File: src/design/simd_alu_pkg.sv
// widths, vector typedefs, operation and vector-mode enums, decoder control codes
package simd_alu_pkg;

  ////////////////////////////////////////////////////////////////////////////
  // widths
  ////////////////////////////////////////////////////////////////////////////

  // one rv32 register
  localparam int unsigned XLEN      = 32;
  // partitioned adder and comparator work on bytes
  localparam int unsigned LANE_W    = 8;
  localparam int unsigned NUM_LANES = XLEN / LANE_W;

  typedef logic [XLEN-1:0]      word_t;
  typedef logic [LANE_W-1:0]    lane_t;
  // one bit per byte lane, lane 0 is the low byte
  typedef logic [NUM_LANES-1:0] lane_mask_t;

  ////////////////////////////////////////////////////////////////////////////
  // operations and vector modes
  ////////////////////////////////////////////////////////////////////////////

  typedef enum logic [4:0] {
    ALU_ADD  = 5'd0,
    ALU_SUB  = 5'd1,
    ALU_AND  = 5'd2,
    ALU_OR   = 5'd3,
    ALU_XOR  = 5'd4,
    // compares, result is an element mask
    ALU_EQ   = 5'd5,
    ALU_NE   = 5'd6,
    ALU_GTS  = 5'd7,
    ALU_GTU  = 5'd8,
    ALU_GES  = 5'd9,
    ALU_GEU  = 5'd10,
    ALU_LTS  = 5'd11,
    ALU_LTU  = 5'd12,
    ALU_LES  = 5'd13,
    ALU_LEU  = 5'd14,
    // lane-wise min and max
    ALU_MIN  = 5'd15,
    ALU_MINU = 5'd16,
    ALU_MAX  = 5'd17,
    ALU_MAXU = 5'd18
  } alu_op_e;

  // element size, 2'b01 is not a mode
  typedef enum logic [1:0] {
    VEC_MODE32 = 2'b00,
    VEC_MODE16 = 2'b10,
    VEC_MODE8  = 2'b11
  } vec_mode_e;

  ////////////////////////////////////////////////////////////////////////////
  // decoder to result stage control codes
  ////////////////////////////////////////////////////////////////////////////

  // cmp_sel under a compare: relation applied to the element flags
  localparam logic [2:0] CMP_EQ = 3'd0;
  localparam logic [2:0] CMP_NE = 3'd1;
  localparam logic [2:0] CMP_GT = 3'd2;
  localparam logic [2:0] CMP_GE = 3'd3;
  localparam logic [2:0] CMP_LT = 3'd4;
  localparam logic [2:0] CMP_LE = 3'd5;

  // cmp_sel under a bitwise op: which logic function
  localparam logic [2:0] LOGIC_AND = 3'd0;
  localparam logic [2:0] LOGIC_OR  = 3'd1;
  localparam logic [2:0] LOGIC_XOR = 3'd2;

  // result source
  localparam logic [1:0] RES_SUM    = 2'd0;
  localparam logic [1:0] RES_LOGIC  = 2'd1;
  localparam logic [1:0] RES_CMP    = 2'd2;
  localparam logic [1:0] RES_MINMAX = 2'd3;

endpackage
File: src/design/simd_alu.sv
// top level: decoder, generate loop of carry-chained byte lanes, registered result stage
`timescale 1ns/1ps

module simd_alu (
  input  logic                    clk_i,
  input  logic                    arst_n_i,
  // request side
  input  logic                    in_valid_i,
  output logic                    in_ready_o,
  input  simd_alu_pkg::alu_op_e   op_i,
  input  simd_alu_pkg::vec_mode_e vec_mode_i,
  input  simd_alu_pkg::word_t     operand_a_i,
  input  simd_alu_pkg::word_t     operand_b_i,
  // response side
  output logic                    out_valid_o,
  input  logic                    out_ready_i,
  output simd_alu_pkg::word_t     result_o,
  output logic                    cmp_o
);
  import simd_alu_pkg::*;

  // decoder controls
  logic       negate_b;
  lane_mask_t carry_break;
  lane_mask_t lane_signed;
  logic       do_min;
  logic [2:0] cmp_sel;
  logic [1:0] result_sel;

  // lane outputs
  word_t      sum;
  lane_mask_t lane_eq;
  lane_mask_t lane_gt;
  // carry out of each lane and carry into each lane
  lane_mask_t carry_out;
  lane_mask_t carry_in;

  simd_op_decode u_decode (
    .op_i          (op_i),
    .vec_mode_i    (vec_mode_i),
    .negate_b_o    (negate_b),
    .carry_break_o (carry_break),
    .lane_signed_o (lane_signed),
    .do_min_o      (do_min),
    .cmp_sel_o     (cmp_sel),
    .result_sel_o  (result_sel)
  );

  ////////////////////////////////////////////////////////////////////////////
  // partitioned adder and comparator lanes
  ////////////////////////////////////////////////////////////////////////////

  // lane 0 always breaks, so its chain input is a constant
  assign carry_in = {carry_out[NUM_LANES-2:0], 1'b0};

  for (genvar i = 0; i < NUM_LANES; i++) begin : g_lane
    simd_byte_lane u_lane (
      .a_i        (operand_a_i[i*LANE_W +: LANE_W]),
      .b_i        (operand_b_i[i*LANE_W +: LANE_W]),
      .negate_b_i (negate_b),
      .break_i    (carry_break[i]),
      .signed_i   (lane_signed[i]),
      .carry_i    (carry_in[i]),
      .sum_o      (sum[i*LANE_W +: LANE_W]),
      .carry_o    (carry_out[i]),
      .eq_o       (lane_eq[i]),
      .gt_o       (lane_gt[i])
    );
  end

  simd_result_stage u_result (
    .clk_i        (clk_i),
    .arst_n_i     (arst_n_i),
    .in_valid_i   (in_valid_i),
    .in_ready_o   (in_ready_o),
    .vec_mode_i   (vec_mode_i),
    .operand_a_i  (operand_a_i),
    .operand_b_i  (operand_b_i),
    .sum_i        (sum),
    .eq_i         (lane_eq),
    .gt_i         (lane_gt),
    .do_min_i     (do_min),
    .cmp_sel_i    (cmp_sel),
    .result_sel_i (result_sel),
    .out_valid_o  (out_valid_o),
    .out_ready_i  (out_ready_i),
    .result_o     (result_o),
    .cmp_o        (cmp_o)
  );

endmodule

File: src/design/simd_result_stage.sv
// result stage: element flag merge, compare relation, min/max select, result mux, output register
`timescale 1ns/1ps

module simd_result_stage (
  input  logic                     clk_i,
  input  logic                     arst_n_i,
  input  logic                     in_valid_i,
  output logic                     in_ready_o,
  input  simd_alu_pkg::vec_mode_e  vec_mode_i,
  input  simd_alu_pkg::word_t      operand_a_i,
  input  simd_alu_pkg::word_t      operand_b_i,
  input  simd_alu_pkg::word_t      sum_i,
  input  simd_alu_pkg::lane_mask_t eq_i,
  input  simd_alu_pkg::lane_mask_t gt_i,
  input  logic                     do_min_i,
  input  logic [2:0]               cmp_sel_i,
  input  logic [1:0]               result_sel_i,
  output logic                     out_valid_o,
  input  logic                     out_ready_i,
  output simd_alu_pkg::word_t      result_o,
  output logic                     cmp_o
);
  import simd_alu_pkg::*;

  // per-element flags spread over the element's lanes
  lane_mask_t elem_eq;
  lane_mask_t elem_gt;
  lane_mask_t rel_mask;
  lane_mask_t sel_minmax;
  word_t      logic_res;
  word_t      cmp_res;
  word_t      minmax_res;
  word_t      result_d;
  logic       cmp_d;
  logic       load;

  ////////////////////////////////////////////////////////////////////////////
  // element flags
  ////////////////////////////////////////////////////////////////////////////

  // greater: higher byte greater, or equal with the lower bytes greater
  always_comb begin
    case (vec_mode_i)
      VEC_MODE8: begin
        elem_eq = eq_i;
        elem_gt = gt_i;
      end
      VEC_MODE16: begin
        elem_eq[1:0] = {2{eq_i[1] & eq_i[0]}};
        elem_eq[3:2] = {2{eq_i[3] & eq_i[2]}};
        elem_gt[1:0] = {2{gt_i[1] | (eq_i[1] & gt_i[0])}};
        elem_gt[3:2] = {2{gt_i[3] | (eq_i[3] & gt_i[2])}};
      end
      default: begin
        elem_eq = {NUM_LANES{&eq_i}};
        elem_gt = {NUM_LANES{gt_i[3] | (eq_i[3] & (gt_i[2] |
                             (eq_i[2] & (gt_i[1] | (eq_i[1] & gt_i[0])))))}};
      end
    endcase
  end

  // relation under test
  always_comb begin
    case (cmp_sel_i)
      CMP_NE:  rel_mask = ~elem_eq;
      CMP_GT:  rel_mask = elem_gt;
      CMP_GE:  rel_mask = elem_gt | elem_eq;
      CMP_LT:  rel_mask = ~(elem_gt | elem_eq);
      CMP_LE:  rel_mask = ~elem_gt;
      default: rel_mask = elem_eq;
    endcase
  end

  // pick a where a > b for max, where a <= b for min
  assign sel_minmax = elem_gt ^ {NUM_LANES{do_min_i}};

  ////////////////////////////////////////////////////////////////////////////
  // result sources
  ////////////////////////////////////////////////////////////////////////////

  always_comb begin
    case (cmp_sel_i)
      LOGIC_OR:  logic_res = operand_a_i | operand_b_i;
      LOGIC_XOR: logic_res = operand_a_i ^ operand_b_i;
      default:   logic_res = operand_a_i & operand_b_i;
    endcase
  end

  // byte-wise fill and select
  always_comb begin
    for (int i = 0; i < NUM_LANES; i++) begin
      cmp_res[i*LANE_W +: LANE_W]    = {LANE_W{rel_mask[i]}};
      minmax_res[i*LANE_W +: LANE_W] = sel_minmax[i] ? operand_a_i[i*LANE_W +: LANE_W]
                                                     : operand_b_i[i*LANE_W +: LANE_W];
    end
  end

  always_comb begin
    case (result_sel_i)
      RES_LOGIC:  result_d = logic_res;
      RES_CMP:    result_d = cmp_res;
      RES_MINMAX: result_d = minmax_res;
      default:    result_d = sum_i;
    endcase
  end

  // scalar flag from the top element, equality outside compares
  assign cmp_d = (result_sel_i == RES_CMP) ? rel_mask[NUM_LANES-1] : elem_eq[NUM_LANES-1];

  ////////////////////////////////////////////////////////////////////////////
  // output register
  ////////////////////////////////////////////////////////////////////////////

  // take a new word when empty or when the held one leaves this cycle
  assign in_ready_o = ~out_valid_o | out_ready_i;
  assign load       = in_valid_i & in_ready_o;

  always_ff @(posedge clk_i or negedge arst_n_i) begin
    if (!arst_n_i) begin
      out_valid_o <= 1'b0;
    end else if (in_ready_o) begin
      out_valid_o <= in_valid_i;
    end
  end

  always_ff @(posedge clk_i) begin
    if (load) begin
      result_o <= result_d;
      cmp_o    <= cmp_d;
    end
  end

  // a stalled word stays put until the consumer takes it
  hold_under_stall: assert property (
    @(posedge clk_i) disable iff (!arst_n_i)
    out_valid_o && !out_ready_i |=> out_valid_o && $stable(result_o) && $stable(cmp_o)
  ) else $error("simd_result_stage: output changed under back-pressure");

endmodule

File: src/design/simd_byte_lane.sv
// byte lane: 8-bit slice of the partitioned adder and byte comparator
`timescale 1ns/1ps

module simd_byte_lane (
  input  simd_alu_pkg::lane_t a_i,
  input  simd_alu_pkg::lane_t b_i,
  input  logic                negate_b_i,
  input  logic                break_i,
  input  logic                signed_i,
  input  logic                carry_i,
  output simd_alu_pkg::lane_t sum_o,
  output logic                carry_o,
  output logic                eq_o,
  output logic                gt_o
);
  import simd_alu_pkg::*;

  // adder operand b, inverted for subtract
  lane_t           b_op;
  logic            carry_in;
  // sum with the carry out on top
  logic [LANE_W:0] sum_ext;
  // comparator operands, 9 bits with optional sign extension
  logic [LANE_W:0] a_cmp;
  logic [LANE_W:0] b_cmp;

  ////////////////////////////////////////////////////////////////////////////
  // adder slice
  ////////////////////////////////////////////////////////////////////////////

  assign b_op = negate_b_i ? ~b_i : b_i;

  // a new element seeds its own carry
  // one completes the two's complement on subtract
  assign carry_in = break_i ? negate_b_i : carry_i;

  assign sum_ext = {1'b0, a_i} + {1'b0, b_op} + {{LANE_W{1'b0}}, carry_in};
  assign sum_o   = sum_ext[LANE_W-1:0];
  assign carry_o = sum_ext[LANE_W];

  ////////////////////////////////////////////////////////////////////////////
  // comparator
  ////////////////////////////////////////////////////////////////////////////

  assign eq_o = (a_i == b_i);

  // sign bit only extended on an element's top byte under a signed op,
  // lower bytes of a wide element always compare unsigned
  assign a_cmp = {a_i[LANE_W-1] & signed_i, a_i};
  assign b_cmp = {b_i[LANE_W-1] & signed_i, b_i};

  assign gt_o = ($signed(a_cmp) > $signed(b_cmp));

endmodule

File: src/design/simd_op_decode.sv
// operation decoder: adder negate, carry-break and signed lane masks, compare and result selects
`timescale 1ns/1ps

module simd_op_decode (
  input  simd_alu_pkg::alu_op_e    op_i,
  input  simd_alu_pkg::vec_mode_e  vec_mode_i,
  output logic                     negate_b_o,
  output simd_alu_pkg::lane_mask_t carry_break_o,
  output simd_alu_pkg::lane_mask_t lane_signed_o,
  output logic                     do_min_o,
  output logic [2:0]               cmp_sel_o,
  output logic [1:0]               result_sel_o
);
  import simd_alu_pkg::*;

  // set for signed compares and signed min/max
  logic       signed_op;
  // cleared when op_i decodes to nothing
  logic       op_known;
  // lanes holding the top byte of an element
  lane_mask_t elem_top;

  ////////////////////////////////////////////////////////////////////////////
  // element partitioning
  ////////////////////////////////////////////////////////////////////////////

  // break lanes start an element, top lanes end one
  always_comb begin
    case (vec_mode_i)
      VEC_MODE16: begin
        carry_break_o = 4'b0101;
        elem_top      = 4'b1010;
      end
      VEC_MODE8: begin
        carry_break_o = 4'b1111;
        elem_top      = 4'b1111;
      end
      default: begin
        // one 32-bit element
        carry_break_o = 4'b0001;
        elem_top      = 4'b1000;
      end
    endcase
  end

  // only the sign byte of an element is extended in the comparator
  assign lane_signed_o = signed_op ? elem_top : '0;

  ////////////////////////////////////////////////////////////////////////////
  // operation
  ////////////////////////////////////////////////////////////////////////////

  always_comb begin
    negate_b_o   = 1'b0;
    do_min_o     = 1'b0;
    signed_op    = 1'b0;
    cmp_sel_o    = CMP_EQ;
    result_sel_o = RES_SUM;
    op_known     = 1'b1;
    case (op_i)
      ALU_ADD:  ;
      // a + ~b + 1
      ALU_SUB:  negate_b_o = 1'b1;
      ALU_AND:  begin result_sel_o = RES_LOGIC; cmp_sel_o = LOGIC_AND; end
      ALU_OR:   begin result_sel_o = RES_LOGIC; cmp_sel_o = LOGIC_OR;  end
      ALU_XOR:  begin result_sel_o = RES_LOGIC; cmp_sel_o = LOGIC_XOR; end
      ALU_EQ:   result_sel_o = RES_CMP;
      ALU_NE:   begin result_sel_o = RES_CMP; cmp_sel_o = CMP_NE; end
      ALU_GTS:  begin result_sel_o = RES_CMP; cmp_sel_o = CMP_GT; signed_op = 1'b1; end
      ALU_GTU:  begin result_sel_o = RES_CMP; cmp_sel_o = CMP_GT; end
      ALU_GES:  begin result_sel_o = RES_CMP; cmp_sel_o = CMP_GE; signed_op = 1'b1; end
      ALU_GEU:  begin result_sel_o = RES_CMP; cmp_sel_o = CMP_GE; end
      ALU_LTS:  begin result_sel_o = RES_CMP; cmp_sel_o = CMP_LT; signed_op = 1'b1; end
      ALU_LTU:  begin result_sel_o = RES_CMP; cmp_sel_o = CMP_LT; end
      ALU_LES:  begin result_sel_o = RES_CMP; cmp_sel_o = CMP_LE; signed_op = 1'b1; end
      ALU_LEU:  begin result_sel_o = RES_CMP; cmp_sel_o = CMP_LE; end
      // min flips the greater-than select
      ALU_MIN:  begin result_sel_o = RES_MINMAX; do_min_o = 1'b1; signed_op = 1'b1; end
      ALU_MINU: begin result_sel_o = RES_MINMAX; do_min_o = 1'b1; end
      ALU_MAX:  begin result_sel_o = RES_MINMAX; signed_op = 1'b1; end
      ALU_MAXU: result_sel_o = RES_MINMAX;
      default:  op_known = 1'b0;
    endcase
  end

  // an encoding outside alu_op_e would silently act as add
  always_comb begin
    op_known_chk: assert final (op_known)
      else $error("simd_op_decode: unknown operation code %0d", op_i);
  end

endmodule

File: config.mk
export PLATFORM = sky130hd
export DESIGN_NAME = simd_alu
export DESIGN_NICKNAME = d
export VERILOG_FILES = /design/src/design/simd_alu_pkg.sv /design/src/design/simd_alu.sv /design/src/design/simd_result_stage.sv /design/src/design/simd_byte_lane.sv /design/src/design/simd_op_decode.sv
export SDC_FILE = /design/constraint.sdc
export NUM_CORES = 1
export LEC_CHECK = 0
export BUFFER_PORTS_ARGS = -buffer_cell sky130_fd_sc_hd__clkbuf_2
export CAP_MARGIN = 20
export CELL_PAD_IN_SITES_DETAIL_PLACEMENT = 1
export CELL_PAD_IN_SITES_GLOBAL_PLACEMENT = 2
export CORE_MARGIN = 5
export CORE_UTILIZATION = 37
export DETAILED_ROUTE_END_ITERATION = 16
export GPL_ROUTABILITY_DRIVEN = 0
export PLACE_DENSITY = 0.86
export SLEW_MARGIN = 20
export SYNTH_ARGS = -nofsm -noshare
export SYNTH_HDL_FRONTEND = slang
export SYNTH_SLANG_ARGS = --single-unit
File: constraint.sdc
create_clock -name clk_i -period 3.35 [get_ports clk_i]
set_input_delay 0.335 -clock clk_i [delete_from_list [all_inputs] [get_ports clk_i]]
set_output_delay 0.335 -clock clk_i [all_outputs]
set_load 0.05 [all_outputs]
Word-level counts from Yosys, hierarchy flattened
Index checks and enable logic that the tools add are counted.

Add/subtract/negate cells: 8. $lt $le $gt $ge: 4. Eq/ne operators: 32. Muxes and demuxes: 26. Bitwise gates (word level): 33. Reduce and logical (&&, ||, !) cells: 11.

Operator list (number): $pmux 32 s3 (1); $mux 8 (8); $pmux 32 s2 (1); $eq 5x4->1 const B (8); $gt 9x9->1 (4); $and 32x32->32 (1); $eq 8x8->1 (4); $not 8->8 (4); $or 32x32->32 (1); $xor 32x32->32 (1); $add 8x8->9 (3); $add 9x1->9 (3); $pmux 4 s2 (3); $eq 5x3->1 const B (4); $pmux 4 s5 (1); $and 1x1->1 (15); $eq 5x5->1 const B (3); $pmux 3 s5 (1); $not 4->4 (3); $eq 5x2->1 const B (2); $reduce_or 10->1 (1); $reduce_or 2->1 (5); $add 8x1->8 (1); $add 8x8->8 (1); other kinds (18) (35).

Bits in registers: 34.

Depth between registers and ports, before layout
Gate-level depths: netlist (run 1).

Depth in word-level cells: 17. Depth in mapped cells: 45. Depth with buffers taken out: 43.

Cells and area by module
A second synthesis (run 1) with hierarchy kept.

Cell total of the unflattened synthesis: 888. Area total of the unflattened synthesis: 7325.8 um^2.

Modules (own cells, without submodules): simd_result_stage (times used 1, cells an instance 519, area each 4471.8 um^2); simd_byte_lane (g_lane[0].u_lane ...) (times used 3, cells an instance 80, area each 630.6 um^2); simd_byte_lane (g_lane[1].u_lane) (times used 1, cells an instance 81, area each 631.9 um^2); simd_op_decode (times used 1, cells an instance 47, area each 326.6 um^2); simd_alu (times used 1, cells an instance 1, area each 3.8 um^2).

Least setup slack after synthesis (run 1)
Ideal clock, no wire load.

Kind: input port to flip-flop. From: input port op_i[1]. To: register u_result.result_o[31] (data pin). Arrival time: 7533 ps. Data required time: 3069 ps. Setup slack: -4464 ps. Stages on the path: 44. Buffers on the path: 3. Cells stage by stage: buf_1 -> nor3_1 -> nand3_1 -> clkbuf_1 -> clkbuf_1 -> xnor2_1 -> ha_1 -> nor2b_1 -> o21ai_0 -> a21oi_1 -> o21ai_0 -> nand2b_1 -> and2_1 -> o21ai_0 -> a32o_1 -> fa_1 -> fa_1 -> nor2b_1 -> [8 not listed] -> fa_1 -> nor2b_1 -> o21ai_0 -> a21oi_1 -> o21ai_0 -> nand2b_1 -> a21o_1 -> a221oi_1 -> a31oi_1 -> fa_1 -> a21o_1 -> a21oi_1 -> o21bai_1 -> a21oi_1 -> o21ai_0 -> xnor3_1 -> a22oi_1 -> o211ai_1.

Longest elaborated chain between the ends: 17.

RTL lines: start, declared (line simd_alu.sv:10) `input simd_alu_pkg::alu_op_e op_i,`; parallel branches: the longest is 16 deep, another holds $add 8x8->9; $pmux 32 s3 * (line simd_result_stage.sv:99) `case (result_sel_i)`; net u_result.result_d[31] (line simd_result_stage.sv:33) `word_t result_d;`; end signal, assigned (line simd_result_stage.sv:128) `result_o <= result_d;`; end, declared (line simd_result_stage.sv:20) `output simd_alu_pkg::word_t result_o,`.

Mark *: on every way through the listed nets, which the timed path passes. A chain may end at the register's enable or synchronous reset.

Final worst setup path (run 1)
From: input port op_i[3]. To: register u_result.result_o[30] (data pin).

Same word-level chain as after synthesis.

==> out/metrics.yaml, run 1 <==
clocking:
  cts-root-buf: "clkbuf_16"
  cts_tree: "yes"
  path_clk_slew_ps: 70
  clock_path_buffers: 2
  insertion_delay_ps: 300
  cts.sinks: 34
  cts_made_buffers: 5
  htree_levels: 2
global_routing:
  grt_pass1_wl_um: 45900
  grtUsageTotal_pct: 26.5
  antenna_found_initial: 1
  grt_max_degree: 51
  grt_overflow: 0
  grt_pass1_vias: 8789
detailed_routing:
  first_pass_iters: 5
  drc: 0
  ant_nets: 0
  drt_wl_total_um: 30700
  drt_iter0_drc: 395
  vias_per_cell: 5.63
  vias: 8021
  drt-wirelength-per-cell_um: 21.6
timing:
  finalHoldViolCount: 0
  setup_viol: 33
  post-route-min-period_ps: 7800
  timing.final.max_slew_violations: 0
  clock_skew_ps: 3.79
  period_share_pct: 233
  worst_slew_pin_slew_ps: 999
  whs_ps: 245
  setup_slack_ps: -4450
  relSlewSlack_pct: 33.4
  rsz0062_at_grt: "true"
  max_freq_mhz: 128
place:
  numPortBuffers: 109
  dp.final_hpwl_um: 19700
critical_path:
  crit_top_cell: "fa_2"
  crit_fanout: 4
  critPathMaxStageDelay_ps: 410
  critPathTopFamily: "compound AO/OA/AOI/OAI gates"
  worst-setup-path-type: "in -> reg"
  crit_buf_inv: 2
  crit_arrival_ps: 7830
  required_ps: 3370
  r2r_slack_ps: 1640
  cp_slowest_cell: "fa_2"
  cp-startpoint: "op_i[3]"
  cp-end-kind: "flip-flop"
  r2r-start: "u_result.out_valid_o"
  reg2regPathDepth: 2
  cp-start-kind: "input port"
  regToRegEndpoint: "u_result.result_o[18]"
synth:
  synth_top_family_by_area: "adder cells"
  ys.flop_type: "edfxtp_1"
  synth_compound_area_share_pct: 20.3
  synth-adder-area-share_pct: 24.6
  ys_async_sr_fraction_pct: 2.94
  syn_inst: 844
  synth_mux_area_share_pct: 6.28
  synth_xor_area_share_pct: 7.62
  yosys.cell_types.count: 68
  ys_ff_latch: 34
  synth_nets: 1049
  yosysSeqAreaShare_pct: 14.9
  synth_edf_count: 33
  netlist_area_mm2: 0.00682
  postSynthAreaPerCell_um2: 8.08
  yosys.area_share.simple_pct: 18.7
  synth.yosys.warnings: 0
min_path:
  hold_start: "in_valid_i"
  hold_class: "in -> reg"
  whs_path_depth: 2
  worstHoldEndpoint: "u_result.out_valid_o"
finish:
  final_common_cell: "buf_4"
  final_core_utilization_pct: 58.2
  area_growth_pct: 53.8
  final_cell_mix: "buf_4 (259), ha_1 (119), clkbuf_2 (101)"
  fin_nets: 1400
  layout-drive-gt1-share_pct: 43.5
  fillers: 2163
  multi_input_area_mm2: 0.00583
  seq_area_mm2: 0.00102
  num_antenna_cells: 0
power:
  seq_power_share_pct: 17.8
  internal_power_w: 0.00184
  netSwitchingPower_w: 0.00128
  netSwitchingFraction_pct: 41.0
  vdd_drop_max_mv: 0.220
  comb_power_share_pct: 60.3
  power_density_mw_per_mm2: 298
  clkPwrFrac_pct: 21.9
  p_leak_nw: 5.06
die:
  core_mm2: 0.0180
  fp.dieH_um: 146
  die_w_um: 146
  num_rows: 49
  initial_core_util_pct: 37.8
  io_pins: 110
  dieArea_mm2: 0.0212
flow_run:
  maxCapViolations: 0
outcome:
  outcome: "finished with violations"
  violations: "setup timing"
==> timing repair <==
| action | 4_1_cts | 5_1_grt |
|---|---|---|
| hold buffers | 1 | 0 |
| endpoints found under the hold margin | 1 | 0 |
| pin swaps | 55 | 36 |
| resized for setup | 53 | 54 |
| setup endpoints to repair | 33 | 33 |
| gates cloned | 1 | 0 |
| setup buffers | 46 | 20 |
==> metal layers <==
| metal | up-vias | GRT usage (%) | routed length, um |
|---|---|---|---|
| li1 | 3708 | - | - |
| met2 | 274 | 47.8 | 15600 |
| met5 | - | 0 | 12 |
| met1 | 3938 | 30.2 | 12300 |
| met3 | 99 | 4.39 | 1460 |
| met4 | 2 | 12.7 | 1360 |
==> kinds of logic (layout without fill, tap and decap cells) <==
| group | Yosys count | after routing |
|---|---|---|
| DFF | 34 | 34 |
| AOI/OAI and AO/OA | 183 | 183 |
| buffers and inverters | 135 | 487 |
| and+or+nand+nor | 269 | 269 |
| muxes | 37 | 37 |
| adders and majority gates | 130 | 130 |
| xor gates and xnor gates | 56 | 56 |
==> layout make-up <==
cell class / count / area share (%)
multi-input combinational: 675 / 55.6
clock buffer: 6 / 1.32
inverter: 93 / 3.47
sequential: 34 / 9.69
tap: 229 / 2.73
clock inverter: 2 / 0.573
timing repair buffer: 386 / 26.6
==> metrics by stage <==
stage,area (um^2),setup TNS (ps),total power [W],cells,setup WS [ps]
2_1_floorplan,7030,-45530,0.00147,844,-3780
3_3_place_gp,9310,-60820,0.00208,1355,-4290
3_5_place_dp,9310,-64180,0.00212,1355,-4490
4_1_cts,10200,-54890,0.00299,1408,-4040
5_1_grt,10500,-66570,0.00326,1425,-4700
6_report,10500,-61450,0.00312,1425,-4450
==> Yosys cell counts, drive strengths merged (5+ instances only) <==
cell type,count,area (um^2)
xnor2,44,400
o21bai,5,37.5
nor4,9,56.3
a31oi,5,31.3
nand2b,20,125
or3,6,37.5
nor2,71,267
ha,123,1540
o21a,6,45.0
o21ai,30,165
a21o,5,37.5
a221o,33,332
a21oi,35,179
nand3,20,100
edfxtp,33,991
o211ai,8,65.1
nor2b,14,87.6
mux2i,9,90.1
and2,7,43.8
nand2,88,330
mux2,26,293
xor2,11,96.3
clkbuf,39,146
fa,7,140
nor3,15,75.1
inv,93,349
a32oi,18,165
a41oi,12,105
==> flip-flops by register name, summed over array words and instances (netlist names) <==
register	count
u_result.result_o	32
u_result.cmp_o	1
u_result.out_valid_o	1
==> power groups by stage <==
stage | clock network [W] | logic, W | registers (W)
after floorplan | 0 | 0.000741 | 0.000730
after global placement | 0 | 0.00152 | 0.000565
after detailed placement | 0 | 0.00156 | 0.000565
after CTS | 0.000692 | 0.00174 | 0.000556
after global routing | 0.000705 | 0.00200 | 0.000561
final | 0.000684 | 0.00188 | 0.000556
==> worst max-delay path by stage <==
stage | end | slack (ps) | cells past startpoint
after floorplan | u_result.result_o[31] | -3780 | 43
after global placement | u_result.result_o[31] | -4290 | 43
after detailed placement | u_result.result_o[31] | -4490 | 44
after CTS | u_result.result_o[31] | -4040 | 43
after global routing | u_result.result_o[31] | -4700 | 43
final | u_result.result_o[30] | -4450 | 44
No activity file was read; power rests on OpenSTA's default activity.
==> run 2: changes to the inputs <==
==> constraint.sdc (replaced) <==
create_clock -name clk_i -period 3.35 [get_ports clk_i]
set_input_delay 0.67 -clock clk_i [delete_from_list [all_inputs] [get_ports clk_i]]
set_output_delay 0.67 -clock clk_i [all_outputs]
set_load 0.05 [all_outputs]
==> run 2 against run 1 <==
Net effect:
- the flow still finishes with violations (setup timing)
- via count shrank 2.9%
- count of clock-buffer cells in the layout shrank 1
- clock skew grew 2.0 ps
- critical endpoint unchanged
==> out/metrics.yaml, run 2 (synthesized netlist as in run 1, its figures left out) <==
clocking:
  cts_made_buffers: 5  # unchanged
  cts_tree: "yes"
  ctsHoldBuffers: 0  # -1
  insertion_delay_ps: 300  # about the same
  cts.sinks: 34  # unchanged
  cts-root-buf: "clkbuf_16"
  clock_path_buffers: 2  # unchanged
  htree_levels: 2  # unchanged
  path_clk_slew_ps: 60  # about the same
critical_path:
  r2r-start: "u_result.out_valid_o"
  critPathMaxStageDelay_ps: 430  # +20 ps
  cp-start-kind: "input port"
  cp-startpoint: "op_i[3]"
  worst-setup-path-type: "in -> reg"
  cp_slowest_cell: "fa_2"
  required_ps: 3370  # about the same
  crit_fanout: 4  # unchanged
  cp-end-kind: "flip-flop"
  crit_arrival_ps: 7970  # +140 ps
timing:
  setup_viol: 33  # unchanged
  setup_slack_ps: -4600  # -145 ps
  finalHoldViolCount: 0  # unchanged
  worst_slew_pin_slew_ps: 966  # -32.7 ps
  clock_skew_ps: 5.77  # +1.98 ps
  post-route-min-period_ps: 7950  # +145 ps
  setup_tns_ps: -66560  # -5110 ps
  rsz0062_at_grt: "true"
  period_share_pct: 237  # +4.3 points
  timing.final.max_slew_violations: 0  # unchanged
  max_freq_mhz: 126  # -1.8%
  relSlewSlack_pct: 35.6  # +2.2 points
power:
  vdd_drop_max_mv: 0.209  # -5.0%
  p_leak_nw: 4.94  # -2.4%
  power_density_mw_per_mm2: 283  # -4.9%
min_path:
  hold_class: "in -> async"
die:
  core_mm2: 0.0180  # unchanged
  initial_core_util_pct: 37.8  # unchanged
  io_pins: 110  # unchanged
  dieArea_mm2: 0.0212  # unchanged
  die_w_um: 146  # unchanged
  fp.dieH_um: 146  # unchanged
  num_rows: 49  # unchanged
finish:
  fin_nets: 1373  # -1.9%
  fin_cells: 1398  # -1.9%
  regMostFlops: "u_result.result_o"
  num_antenna_cells: 0  # unchanged
  fillers: 2168  # +0.23%
  final_core_utilization_pct: 57.3  # -0.87 points
  layout-drive-gt1-share_pct: 43.0  # -0.45 points
  final_common_cell: "buf_4"
  reg_top3: "u_result.result_o (32), u_result.cmp_o (1), u_result.out_valid_o (1)"
  area_growth_pct: 51.5
  largest_register_ffs: 32  # unchanged
  final_cell_mix: "buf_4 (228), ha_1 (119), clkbuf_2 (103)"
detailed_routing:
  drt_wl_total_um: 29600  # -3.6%
  drt-wirelength-per-cell_um: 21.2  # -1.7%
  vias: 7791  # -2.9%
  drc: 0  # unchanged
  first_pass_iters: 5  # unchanged
  drt_iter0_drc: 375  # -5.1%
  vias_per_cell: 5.57  # -0.99%
  ant_nets: 0  # unchanged
outcome:
  outcome: "finished with violations"
  violations: "setup timing"
place:
  dp.final_hpwl_um: 19800  # +0.76%
  dp.cells: 1360  # +0.37%
  numPortBuffers: 109  # unchanged
flow_run:
  maxCapViolations: 0  # unchanged
global_routing:
  antenna_found_initial: 1  # unchanged
  grtUsageTotal_pct: 27.0  # +0.52 points
  grt_overflow: 0  # unchanged
  grt_pass1_wl_um: 46400  # +1.2%
  grt_pass1_vias: 8802  # +0.15%
  grt_max_degree: 51  # unchanged
==> run 2: layout make-up <==
class	count	area [um^2]	area share, %
repair buffers	359	2610	25.3
clock inverters	3	16.3	0.157
multi-input cells	675	5910	57.2
well taps	229	287	2.77
inverters	93	367	3.55
flip-flops and latches	34	1020	9.84
clock buffers	5	125	1.21
==> run 2: worst max-delay path, delay by kind of cell <==
family	cells	cell delay, ps
AO/OA/AOI/OAI	21	3070
adder cells (fa/ha/maj)	7	2120
AND/OR/NAND/NOR	12	1430
buffers and inverters	3	440
XOR/XNOR	2	240
==> run 2: where the power goes <==
group	internal [W]	switching [W]	total, W
clock	0.000273	0.000231	0.000504
combinational	0.000846	0.00102	0.00187
sequential	0.000542	0.0000134	0.000555
total	0.00166	0.00126	0.00293
==> run 2: per-stage QoR <==
| stage | instance area (um^2) | hold WS (ps) | total power [W] | worst slack (ps) |
|---|---|---|---|---|
| after floorplan | 7040 | 374 | 0.00147 | -4120 |
| after global placement | 9380 | 445 | 0.00210 | -4670 |
| after detailed placement | 9380 | 451 | 0.00215 | -4890 |
| after CTS | 10200 | 126 | 0.00285 | -4370 |
| after global routing | 10300 | 130 | 0.00308 | -4890 |
| final | 10300 | 133 | 0.00293 | -4600 |
==> run 2: timing repair <==
item / in CTS / in global routing
setup buffers: 48 / 17
setup endpoints to repair: 33 / 33
gates resized for setup: 63 / 58
cloned: 0 / 0
pin swaps: 46 / 35
==> run 2: final timing paths <==
kind / to / slack [ps] / cells past startpoint
max in group asynchronous: u_result.out_valid_o / 3130 / 1
min in group clk_i: u_result.out_valid_o / 530 / 2
hold reg to reg: u_result.out_valid_o / 530 / 2
setup / recovery: u_result.result_o[30] / -4600 / 45
setup reg to reg: u_result.result_o[17] / 1680 / 2
hold / removal: u_result.out_valid_o / 130 / 1
==> run 2: layer usage <==
metal	share of wire (%)	vias to the layer above	global-route usage [%]	routed length, um
li1	-	3650	-	-
met1	40	3855	30.7	12000
met2	52	220	49.3	15300
met3	4.7	64	4.73	1380
met4	3.1	2	11.7	915
met5	0.041	-	0	12
